File: config.mk
export PLATFORM = sky130hd
export DESIGN_NAME = fetch_unit
export DESIGN_NICKNAME = d
export VERILOG_FILES = /design/src/common/fetch_pkg.sv /design/src/fetch_stage/bpred_buffer.sv /design/src/fetch_stage/fetch_bram_path.sv /design/src/fetch_stage/fetch_stage.sv /design/src/logic/branch_target_buffer.sv /design/src/logic/fetch_pc.sv /design/src/logic/fetch_unit.sv
export SDC_FILE = /design/constraint.sdc
export NUM_CORES = 1
export LEC_CHECK = 0
export BUFFER_PORTS_ARGS = -buffer_cell sky130_fd_sc_hd__buf_2
export CAP_MARGIN = 0
export CORE_ASPECT_RATIO = 1.2
export CORE_MARGIN = 2
export CORE_UTILIZATION = 50
export CTS_CLUSTER_SIZE = 40
export DETAILED_ROUTE_END_ITERATION = 6
export GPL_TIMING_DRIVEN = 0
export PLACE_DENSITY = 0.68
export SYNTH_ARGS = -nofsm -noshare
export SYNTH_HDL_FRONTEND = slang
export SYNTH_SLANG_ARGS = --single-unit
File: constraint.sdc
create_clock -name clk -period 12.2 [get_ports clk]
set_input_delay 0.61 -clock clk [delete_from_list [all_inputs] [get_ports clk]]
set_output_delay 0.61 -clock clk [all_outputs]
set_load 0.01 [all_outputs]
File: src/common/fetch_pkg.sv
`default_nettype none

package fetch_pkg;

  // Address and data width of the core
  parameter int XLEN = 32;

  typedef logic [XLEN-1:0] pc_t;

  // Base ISA only, every instruction is one full word
  typedef logic [31:0] instr_t;

  // Prediction made for one fetch PC
  typedef struct packed {
    logic hit;
    logic taken;
    pc_t  tgt;
  } bpred_t;

  // One BTB write from execute
  typedef struct packed {
    logic valid;
    pc_t  pc;
    pc_t  tgt;
    logic taken;
  } btb_upd_t;

  // One fetched instruction handed to decode
  typedef struct packed {
    instr_t instr;
    pc_t    pc;
    pc_t    pc_plus4;
    bpred_t bpred;
  } if_id_t;

endpackage

`default_nettype wire

File: src/fetch_stage/bpred_buffer.sv
`timescale 1ns/1ps
`default_nettype none

module bpred_buffer (
  input  logic              clk,
  input  logic              rst_n_i,
  input  logic              advance_i,
  input  logic              flush_i,
  input  fetch_pkg::bpred_t bpred_i,
  output fetch_pkg::bpred_t bpred_o
);

  fetch_pkg::bpred_t bpred_q;

  // Bubbles must not carry a stale prediction into decode
  // Target is only meaningful with hit set, so it keeps its old value
  always_ff @(posedge clk) begin
    if (!rst_n_i || flush_i) begin
      bpred_q.hit   <= 1'b0;
      bpred_q.taken <= 1'b0;
    end else if (advance_i) begin
      bpred_q <= bpred_i;
    end
  end

  assign bpred_o = bpred_q;

endmodule

`default_nettype wire

File: src/fetch_stage/fetch_bram_path.sv
`timescale 1ns/1ps
`default_nettype none

module fetch_bram_path (
  input  logic              clk,
  input  logic              rst_n_i,
  input  logic              advance_i,
  input  logic              flush_i,
  input  fetch_pkg::pc_t    pc_i,
  input  logic              pc_valid_i,
  input  fetch_pkg::instr_t imem_rdata_i,
  output logic              valid_o,
  output fetch_pkg::instr_t instr_o,
  output fetch_pkg::pc_t    pc_o,
  output fetch_pkg::pc_t    pc_plus4_o
);

  logic              valid_q;
  fetch_pkg::instr_t instr_q;
  fetch_pkg::pc_t    pc_q;
  fetch_pkg::pc_t    pc_plus4_q;
  fetch_pkg::pc_t    pc_plus4;

  // Sequential successor, handed on for link registers and mispredict recovery
  assign pc_plus4 = pc_i + fetch_pkg::pc_t'(4);

  // Flush wins over stall so a redirect never leaves a wrong-path slot behind
  always_ff @(posedge clk) begin
    if (!rst_n_i) begin
      valid_q <= 1'b0;
    end else if (flush_i) begin
      valid_q <= 1'b0;
    end else if (advance_i) begin
      valid_q <= pc_valid_i;
    end
  end

  // Block RAM data lines up with the PC register, so both are captured
  // on the same edge
  always_ff @(posedge clk) begin
    if (advance_i) begin
      instr_q    <= imem_rdata_i;
      pc_q       <= pc_i;
      pc_plus4_q <= pc_plus4;
    end
  end

  assign valid_o    = valid_q;
  assign instr_o    = instr_q;
  assign pc_o       = pc_q;
  assign pc_plus4_o = pc_plus4_q;

endmodule

`default_nettype wire

File: src/fetch_stage/fetch_stage.sv
`timescale 1ns/1ps
`default_nettype none

module fetch_stage (
  input  logic              clk,
  input  logic              rst_n_i,
  input  logic              stall_i,
  input  logic              redirect_i,
  input  fetch_pkg::pc_t    pc_i,
  input  logic              pc_valid_i,
  input  fetch_pkg::instr_t imem_rdata_i,
  input  fetch_pkg::bpred_t bpred_i,
  output logic              m_valid_o,
  output fetch_pkg::if_id_t if_id_o
);

  logic              advance;
  logic              flush;

  fetch_pkg::instr_t instr_id;
  fetch_pkg::pc_t    pc_id;
  fetch_pkg::pc_t    pc_plus4_id;
  fetch_pkg::bpred_t bpred_id;

  // Decode back-pressure freezes both halves of IF/ID together
  assign advance = !stall_i;
  // A redirect from execute kills whatever sits in IF/ID
  assign flush   = redirect_i;

  fetch_bram_path i_bram_path (
    .clk          (clk),
    .rst_n_i      (rst_n_i),
    .advance_i    (advance),
    .flush_i      (flush),
    .pc_i         (pc_i),
    .pc_valid_i   (pc_valid_i),
    .imem_rdata_i (imem_rdata_i),
    .valid_o      (m_valid_o),
    .instr_o      (instr_id),
    .pc_o         (pc_id),
    .pc_plus4_o   (pc_plus4_id)
  );

  bpred_buffer i_bpred_buffer (
    .clk       (clk),
    .rst_n_i   (rst_n_i),
    .advance_i (advance),
    .flush_i   (flush),
    .bpred_i   (bpred_i),
    .bpred_o   (bpred_id)
  );

  always_comb begin
    if_id_o.instr    = instr_id;
    if_id_o.pc       = pc_id;
    if_id_o.pc_plus4 = pc_plus4_id;
    if_id_o.bpred    = bpred_id;
  end

  a_hold_on_stall: assert property (
    @(posedge clk) disable iff (!rst_n_i)
    stall_i && m_valid_o && !redirect_i |=> m_valid_o && $stable(if_id_o)
  );

endmodule

`default_nettype wire

File: src/logic/branch_target_buffer.sv
`timescale 1ns/1ps
`default_nettype none

module branch_target_buffer #(
  parameter int BTB_INDEX_BITS = 4
) (
  input  logic                clk,
  input  logic                rst_n_i,
  input  fetch_pkg::pc_t      lookup_pc_i,
  output fetch_pkg::bpred_t   bpred_o,
  input  fetch_pkg::btb_upd_t upd_i
);

  localparam int ENTRIES = 1 << BTB_INDEX_BITS;

  // Tag covers everything above the index and the word offset
  localparam int TAG_W = fetch_pkg::XLEN - BTB_INDEX_BITS - 2;

  typedef struct packed {
    logic [TAG_W-1:0] tag;
    fetch_pkg::pc_t   tgt;
    logic             taken;
  } btb_entry_t;

  logic [ENTRIES-1:0]        valid_q;
  btb_entry_t                entry_q [ENTRIES];

  logic [BTB_INDEX_BITS-1:0] rd_idx;
  logic [TAG_W-1:0]          rd_tag;
  btb_entry_t                rd_entry;
  logic                      rd_hit;

  logic [BTB_INDEX_BITS-1:0] wr_idx;
  logic [TAG_W-1:0]          wr_tag;

  // Lookup side
  assign rd_idx   = lookup_pc_i[BTB_INDEX_BITS+1:2];
  assign rd_tag   = lookup_pc_i[fetch_pkg::XLEN-1:BTB_INDEX_BITS+2];
  assign rd_entry = entry_q[rd_idx];
  assign rd_hit   = valid_q[rd_idx] && (rd_entry.tag == rd_tag);

  always_comb begin
    bpred_o.hit   = rd_hit;
    bpred_o.taken = rd_hit && rd_entry.taken;
    // Target reads as zero on a miss
    bpred_o.tgt   = rd_hit ? rd_entry.tgt : '0;
  end

  // Update side
  assign wr_idx = upd_i.pc[BTB_INDEX_BITS+1:2];
  assign wr_tag = upd_i.pc[fetch_pkg::XLEN-1:BTB_INDEX_BITS+2];

  always_ff @(posedge clk) begin
    if (!rst_n_i) begin
      valid_q <= '0;
    end else if (upd_i.valid) begin
      valid_q[wr_idx] <= 1'b1;
    end
  end

  // A write replaces the whole entry
  always_ff @(posedge clk) begin
    if (upd_i.valid) begin
      entry_q[wr_idx].tag   <= wr_tag;
      entry_q[wr_idx].tgt   <= upd_i.tgt;
      entry_q[wr_idx].taken <= upd_i.taken;
    end
  end

  // A lookup of the written PC sees the new entry from the next cycle
  a_update_visible: assert property (
    @(posedge clk) disable iff (!rst_n_i)
    upd_i.valid |=> lookup_pc_i != $past(upd_i.pc) ||
      (bpred_o.hit && bpred_o.taken == $past(upd_i.taken) &&
       bpred_o.tgt == $past(upd_i.tgt))
  );

endmodule

`default_nettype wire

File: src/logic/fetch_pc.sv
`timescale 1ns/1ps
`default_nettype none

module fetch_pc #(
  parameter fetch_pkg::pc_t RESET_PC = '0
) (
  input  logic              clk,
  input  logic              rst_n_i,
  input  logic              stall_i,
  input  logic              redirect_i,
  input  fetch_pkg::pc_t    redirect_pc_i,
  input  fetch_pkg::bpred_t bpred_i,
  output fetch_pkg::pc_t    pc_o,
  output logic              pc_valid_o,
  output logic              imem_ren_o,
  output fetch_pkg::pc_t    imem_raddr_o
);

  fetch_pkg::pc_t pc_q;
  fetch_pkg::pc_t pc_next;
  logic           pc_valid_q;
  logic           started_q;
  logic           load;

  // First request goes out one cycle after reset is released
  // Redirect overrides back-pressure from decode
  assign load = started_q && (redirect_i || !stall_i);

  always_comb begin
    if (redirect_i) begin
      pc_next = redirect_pc_i;
    end else if (!pc_valid_q) begin
      pc_next = RESET_PC;
    end else if (bpred_i.hit && bpred_i.taken) begin
      // Follow a predicted-taken branch straight to its target
      pc_next = bpred_i.tgt;
    end else begin
      pc_next = pc_q + fetch_pkg::pc_t'(4);
    end
  end

  always_ff @(posedge clk) begin
    if (!rst_n_i) begin
      started_q  <= 1'b0;
      pc_valid_q <= 1'b0;
      pc_q       <= RESET_PC;
    end else begin
      started_q <= 1'b1;
      if (load) begin
        pc_q       <= pc_next;
        pc_valid_q <= 1'b1;
      end
    end
  end

  // The memory reads the same address the PC register loads
  assign imem_ren_o   = load;
  assign imem_raddr_o = pc_next;

  assign pc_o       = pc_q;
  assign pc_valid_o = pc_valid_q;

  // Every read leaves the PC register holding the address that was read
  a_read_loads_pc: assert property (
    @(posedge clk) disable iff (!rst_n_i)
    imem_ren_o |=> pc_valid_o && pc_o == $past(imem_raddr_o)
  );

endmodule

`default_nettype wire

File: src/logic/fetch_unit.sv
`timescale 1ns/1ps
`default_nettype none

module fetch_unit #(
  parameter fetch_pkg::pc_t RESET_PC       = '0,
  parameter int             BTB_INDEX_BITS = 4
) (
  input  logic                clk,
  input  logic                rst_n_i,
  input  logic                stall_i,
  input  logic                redirect_i,
  input  fetch_pkg::pc_t      redirect_pc_i,
  input  fetch_pkg::btb_upd_t btb_upd_i,
  output logic                imem_ren_o,
  output fetch_pkg::pc_t      imem_raddr_o,
  input  fetch_pkg::instr_t   imem_rdata_i,
  output logic                m_valid_o,
  output fetch_pkg::if_id_t   if_id_o
);

  fetch_pkg::pc_t    pc;
  logic              pc_valid;
  fetch_pkg::bpred_t bpred;

  fetch_pc #(
    .RESET_PC (RESET_PC)
  ) i_fetch_pc (
    .clk           (clk),
    .rst_n_i       (rst_n_i),
    .stall_i       (stall_i),
    .redirect_i    (redirect_i),
    .redirect_pc_i (redirect_pc_i),
    .bpred_i       (bpred),
    .pc_o          (pc),
    .pc_valid_o    (pc_valid),
    .imem_ren_o    (imem_ren_o),
    .imem_raddr_o  (imem_raddr_o)
  );

  // Lookup runs on the PC register, in step with the memory data
  branch_target_buffer #(
    .BTB_INDEX_BITS (BTB_INDEX_BITS)
  ) i_btb (
    .clk         (clk),
    .rst_n_i     (rst_n_i),
    .lookup_pc_i (pc),
    .bpred_o     (bpred),
    .upd_i       (btb_upd_i)
  );

  fetch_stage i_fetch_stage (
    .clk          (clk),
    .rst_n_i      (rst_n_i),
    .stall_i      (stall_i),
    .redirect_i   (redirect_i),
    .pc_i         (pc),
    .pc_valid_i   (pc_valid),
    .imem_rdata_i (imem_rdata_i),
    .bpred_i      (bpred),
    .m_valid_o    (m_valid_o),
    .if_id_o      (if_id_o)
  );

endmodule

`default_nettype wire

# Word level (Yosys, flattened, before mapping)

Memories as Yosys holds them, arrays and structs flattened. A register that Yosys moved wholly into a read port is not among the register bits.
Index checks and enable logic that the tools add are counted.

Flip-flop bits (word level): 181
Bits in writable memories: 944
Input port bits: 134
Word-level logic and storage cells: 45
Memories kept: 1

Add/sub/neg operators: 1
Magnitude comparators: 3
Equal/unequal tests: 1
Muxes and demuxes: 13
Bitwise gates (word level): 4
Reduce and logical (&&, ||, !) cells: 11

Memories:

| name          | words | width | read ports | clocked after memory_dff | wr ports | line                       | source |
|---|---|---|---|---|---|---|---|
| i_btb.entry_q | 16    | 59    | 1          | 1                        | 1        | branch_target_buffer.sv:26 | `btb_entry_t entry_q [ENTRIES];` |

Operators with widths:

| cell                                                       | count |
|---|---|
| two-way mux 32 bit                                         | 4 |
| adder 32 x 3 -> 32 bit, second input constant              | 1 |
| == test 26 bit                                             | 1 |
| bitwise OR 16 bit                                          | 1 |
| less-than comparator 4 x 5 -> 1 bit, second input constant | 2 |
| two-way mux 4 bit                                          | 2 |
| logical AND 1 bit                                          | 5 |
| two-way mux 1 bit                                          | 5 |
| binary-select mux 1 bit (select 4 bit)                     | 1 |
| demux 1 bit (select 4 bit)                                 | 1 |
| >= comparator 4 x 1 -> 1 bit, second input constant        | 1 |
| NOT 1 bit                                                  | 3 |
| logical NOT 1 bit                                          | 2 |
| logical OR 1 bit                                           | 2 |
| AND reduction 2 bit                                        | 1 |
| OR reduction 2 bit                                         | 1 |

# Longest topological paths before layout

Depth in word-level cells: 10
Depth in mapped cells: 14
Mapped depth without buffers: 9

# Hierarchy

Synthesis repeated with hierarchy kept, for this count alone.

Cell total of the unflattened synthesis: 2291
Area total of the unflattened synthesis: 45197.1 um2

By module, submodules not included:

| module               | instances | cells an instance | area each (um2) | sequential area each (um2) |
|---|---|---|---|---|
| branch_target_buffer | 1         | 1680              | 37729.9         | 28667.5 |
| fetch_bram_path      | 1         | 179               | 3448.3          | 2842.7 |
| fetch_pc             | 1         | 390               | 2972.9          | 680.7 |
| bpred_buffer         | 1         | 41                | 1042.2          | 1001.0 |
| fetch_stage          | 1         | 1                 | 3.8             | 0.0 |

# Worst setup path after synthesis

No wires, ideal clock.

Path kind: input-to-reg
Start: in btb_upd_i[36] (netlist name)
End: mem i_btb.entry_q[0][0] (netlist name) (enable)
Library setup time: 552 ps
Data arrival time: 5190 ps
Setup slack: 6458 ps
Cell stages on the path: 2
Path through: or3b_2 nor3_1

RTL lines:

| element            | line                       | source |
|---|---|---|
| start: declaration | fetch_unit.sv:13           | `input fetch_pkg::btb_upd_t btb_upd_i,` |
| end: declaration   | branch_target_buffer.sv:26 |  |

Straight into the memory's write port.

==> results.yml <==
run_status:
  status: "finished clean"
clocking:
  clkSlewWorstSetupHoldPaths_ns: 0.07
  cts_setup_buffers: 0
  clock-sinks: 1127
  cts_tree: "done"
  clk_path_buf_depth: 3
  cts_resized: 0
  clkLatencyLatePin_ns: 0.69
  cts_buffers: 103
  hold_buffers: 0
  h-tree-depth: 3
  cts-root-buf: "clkbuf_16"
yosys:
  synthFlopType: "edfxtp_1"
  async_flop_share_pct: 0
  synth.top_cell.area_share_pct: 73.5
  synthesis.area_mm2: 0.0437
  yosys_register_bits: 1127
  syn_nets: 2255
  ys_seq_area_share_pct: 76.1
  synth_edf_count: 1070
  synth.distinct_cells: 60
  synthTopCellsByArea: "edfxtp_1 (73%), mux4_2 (13%), dfxtp_1 (2.6%)"
  yosys_warnings: 0
  synth_top_cell_by_area: "edfxtp_1"
  syn_avg_cell_area_um2: 20.6
  syn_inst: 2120
setup_path:
  crit_required_ns: 11.59
  path_depth: 13
  slowest_stage: "buf_1"
  worst_path_most_repeated_cell: "buf_2"
  crit_buf_inv: 5
  crit_path_end_kind: "output pin"
  crit_chain: "buf_2 > buf_2 > buf_1 > mux2i_1 > mux2i_1 > xnor2_1 > nand4_1 > nor4_4 > nand4_4 > buf_6 > mux2_4 > nand2_1 > buf_2"
  cp_max_fo: 10
  reg2reg_depth: 11
  cp-start-kind: "register"
  cp.arrival_ns: 5.50
  crit_path_max_incr_delay_ns: 0.70
  critPathTopFamily: "buffers and inverters"
  worstSetupPathType: "reg2out"
  rr_endpoint: "i_fetch_stage.i_bpred_buffer.bpred_o[31]"
  crit_path_end: "imem_raddr_o[23]"
  ff2ff_setup_slack_ns: 7.17
power:
  powerDensity_mw_per_mm2: 163
  p_comb_share_pct: 7.7
  clkPwrFrac_pct: 40.1
  switching_power_uw: 1850
  power.internal_uw: 6560
  power_frac_seq_pct: 52.2
  ir_drop_v: 0.000101
  p_leak_uw: 0.0171
  switching_share_pct: 22.0
timing:
  rsz0062_at_grt: "no"
  drv_slew: 0
  relSlewSlack_pct: 22.2
  worst_pin_slew_ns: 1.16
  fmax_mhz: 164
  fin_skew_ns: 0.0476
  tns_ns: 0
  holdWs_ns: 0.0992
  finalCriticalPeriod_ns: 6.11
  setup_viol: 0
  finalHoldViolations: 0
  min_period_over_period_pct: 50.1
final_layout:
  area_delta_synth_final_pct: 17.8
  drive_above_1_share_pct: 33.6
  final_nets: 2729
  fillCellCount: 6193
  finalNonFillerCells: 3828
die:
  die_area_mm2: 0.0899
  die_height_um: 328
  fp.coreArea_mm2: 0.0865
  rows: 118
  die_w_um: 274
  initial_core_util_pct: 50.6
  io_pins: 298
grt:
  antenna_found_initial: 23
  grt-ovfl-total: 0
  grt_pass1_wl_um: 172000
  grt_pass1_vias: 23700
  grt_max_degree: 78
  grtUsageTotal_pct: 27.3
placed_design:
  dpl.hpwl_um: 84800
  gp_congestion: 0.891
  placedCellCount: 3629
  port_buffers: 294
detailed_routing:
  detail_route.wl_per_cell_um: 32.0
  drcViolationCount: 0
  drt-initial-drc-count: 3440
  via_count: 23800
  via_per_inst: 6.21
  drt_pre_antenna_iters: 6
  postRouteAntennaNets: 0
  drt_wl_total_um: 122000
min_path:
  hold_path_class: "in2reg"
job:
  max_cap_viol_count: 0
==> power groups by stage <==
stage	Clock [µW]	Sequential [µW]	Combinational, µW
6_report	3370	4380	651
3_3_place_gp	0	4470	612
5_1_grt	3550	4390	686
3_5_place_dp	0	4470	644
4_1_cts	3390	4380	648
2_1_floorplan	0	4460	342
==> worst reg2reg max path, cell delays in order, from the launching register on <==
cell	delay (ns)
dfxtp_1	0.41
buf_2	0.29
buf_2	0.49
buf_1	0.71
mux2i_1	0.21
mux2i_1	0.38
xnor2_1	0.21
o211ai_1	0.21
nor4_1	0.29
and4_1	0.58
clkbuf_1	0.77
and2_1	0.33
==> worst min-delay path by stage <==
stage / from / endpoint / cells past startpoint
after floorplan: i_fetch_pc.pc_o[15] / i_fetch_stage.i_bram_path.pc_o[15] / 0
after global placement: i_fetch_pc.pc_o[21] / i_fetch_stage.i_bram_path.pc_o[21] / 0
after detailed placement: i_fetch_pc.pc_o[21] / i_fetch_stage.i_bram_path.pc_o[21] / 0
after CTS: imem_rdata_i[8] / i_fetch_stage.i_bram_path.instr_o[8] / 1
after global routing: imem_rdata_i[8] / i_fetch_stage.i_bram_path.instr_o[8] / 1
final: imem_rdata_i[7] / i_fetch_stage.i_bram_path.instr_o[7] / 1
==> sequential cells by signal, indices dropped and copies added (netlist names), named ones only <==
name / cells
i_btb.entry_q: 944
i_fetch_stage.i_bpred_buffer.bpred_o: 34
i_fetch_pc.pc_o: 32
i_fetch_stage.i_bram_path.instr_o: 32
i_fetch_stage.i_bram_path.pc_plus4_o: 32
i_fetch_stage.i_bram_path.pc_o: 30
i_btb.valid_q: 16
i_fetch_pc.pc_valid_o: 1
i_fetch_pc.started_q: 1
i_fetch_stage.i_bram_path.valid_o: 1
==> stage by stage <==
step | utilization (%) | power (µW) | area (µm²) | setup WS [ns]
2_1_floorplan | - | 4810 | 43700 | 6.46
3_3_place_gp | 53.9 | 5090 | 46600 | 0.392
3_5_place_dp | 55.5 | 5110 | 48000 | 6.88
4_1_cts | 59.5 | 8430 | 51500 | 6.17
5_1_grt | 59.5 | 8620 | 51500 | 6.01
6_report | 59.5 | 8400 | 51500 | 6.09
==> logic make-up (layout without fill, tap and decap cells) <==
group	count (synthesis)	in the layout	share of synthesized area [%]
AO/OA/AOI/OAI	134	134	2.32
XOR/XNOR	55	55	1.10
adder cells (fa/ha/maj)	1	1	0.0286
buffers and inverters	125	684	1.36
flip-flops	1127	1127	76.1
multiplexers	359	359	15.6
other	0	9	0
AND/OR/NAND/NOR	319	319	3.56
==> layout make-up <==
cell class                      instances  area, µm²  share of cell area (%)
Antenna cell                            9       22.5                  0.0437
Buffer                                116        561                    1.09
Clock buffer                          128       2770                    5.37
Clock inverter                         62        752                    1.46
Inverter                                9       36.3                  0.0704
Multi-Input combinational cell        868      10000                    19.4
Sequential cell                      1127      33300                    64.6
Tap cell                             1140       1430                    2.77
Timing Repair Buffer                  369       2680                    5.20
==> routing by layer <==
metal / wire (µm) / vias up / track usage (%)
li1: - / 9634 / -
met3: 13400 / 260 / 6.38
met2: 58500 / 1536 / 43.4
met4: 4360 / 10 / 10.2
met5: 60 / - / 0
met1: 46200 / 12300 / 37.3
==> placed cells by master (no fill, tap or decap), types with 18 or more instances in the layout <==
cell       count
edfxtp_1    1070
buf_2        333
mux4_2       250
nand2_1      152
clkbuf_16    106
mux2i_1       78
clkbuf_1      58
dfxtp_1       57
and2_1        37
xnor2_1       34
buf_6         34
o21ai_0       31
buf_12        31
nand3_1       27
buf_1         22
xor2_1        21
clkinv_1      21
nor2_1        19
mux2_2        19
o21a_1        18
==> cell usage after synthesis, types with 4 or more instances <==
cell type	number
a221oi_1	4
a22o_1	7
a22oi_1	16
a31oi_1	13
a31oi_2	12
and2_1	37
and3_1	7
buf_1	22
buf_2	39
buf_4	10
buf_6	5
clkbuf_1	39
dfxtp_1	57
edfxtp_1	1070
inv_1	9
mux2_2	19
mux2_4	12
mux2i_1	78
mux4_2	250
nand2_1	152
nand2b_1	13
nand3_1	27
nand4_1	8
nor2_1	32
nor2b_1	8
nor3_1	11
nor4_1	4
o21a_1	18
o21ai_0	31
o221a_2	7
xnor2_1	34
xor2_1	21
No activity file was read; power rests on OpenSTA's default activity.
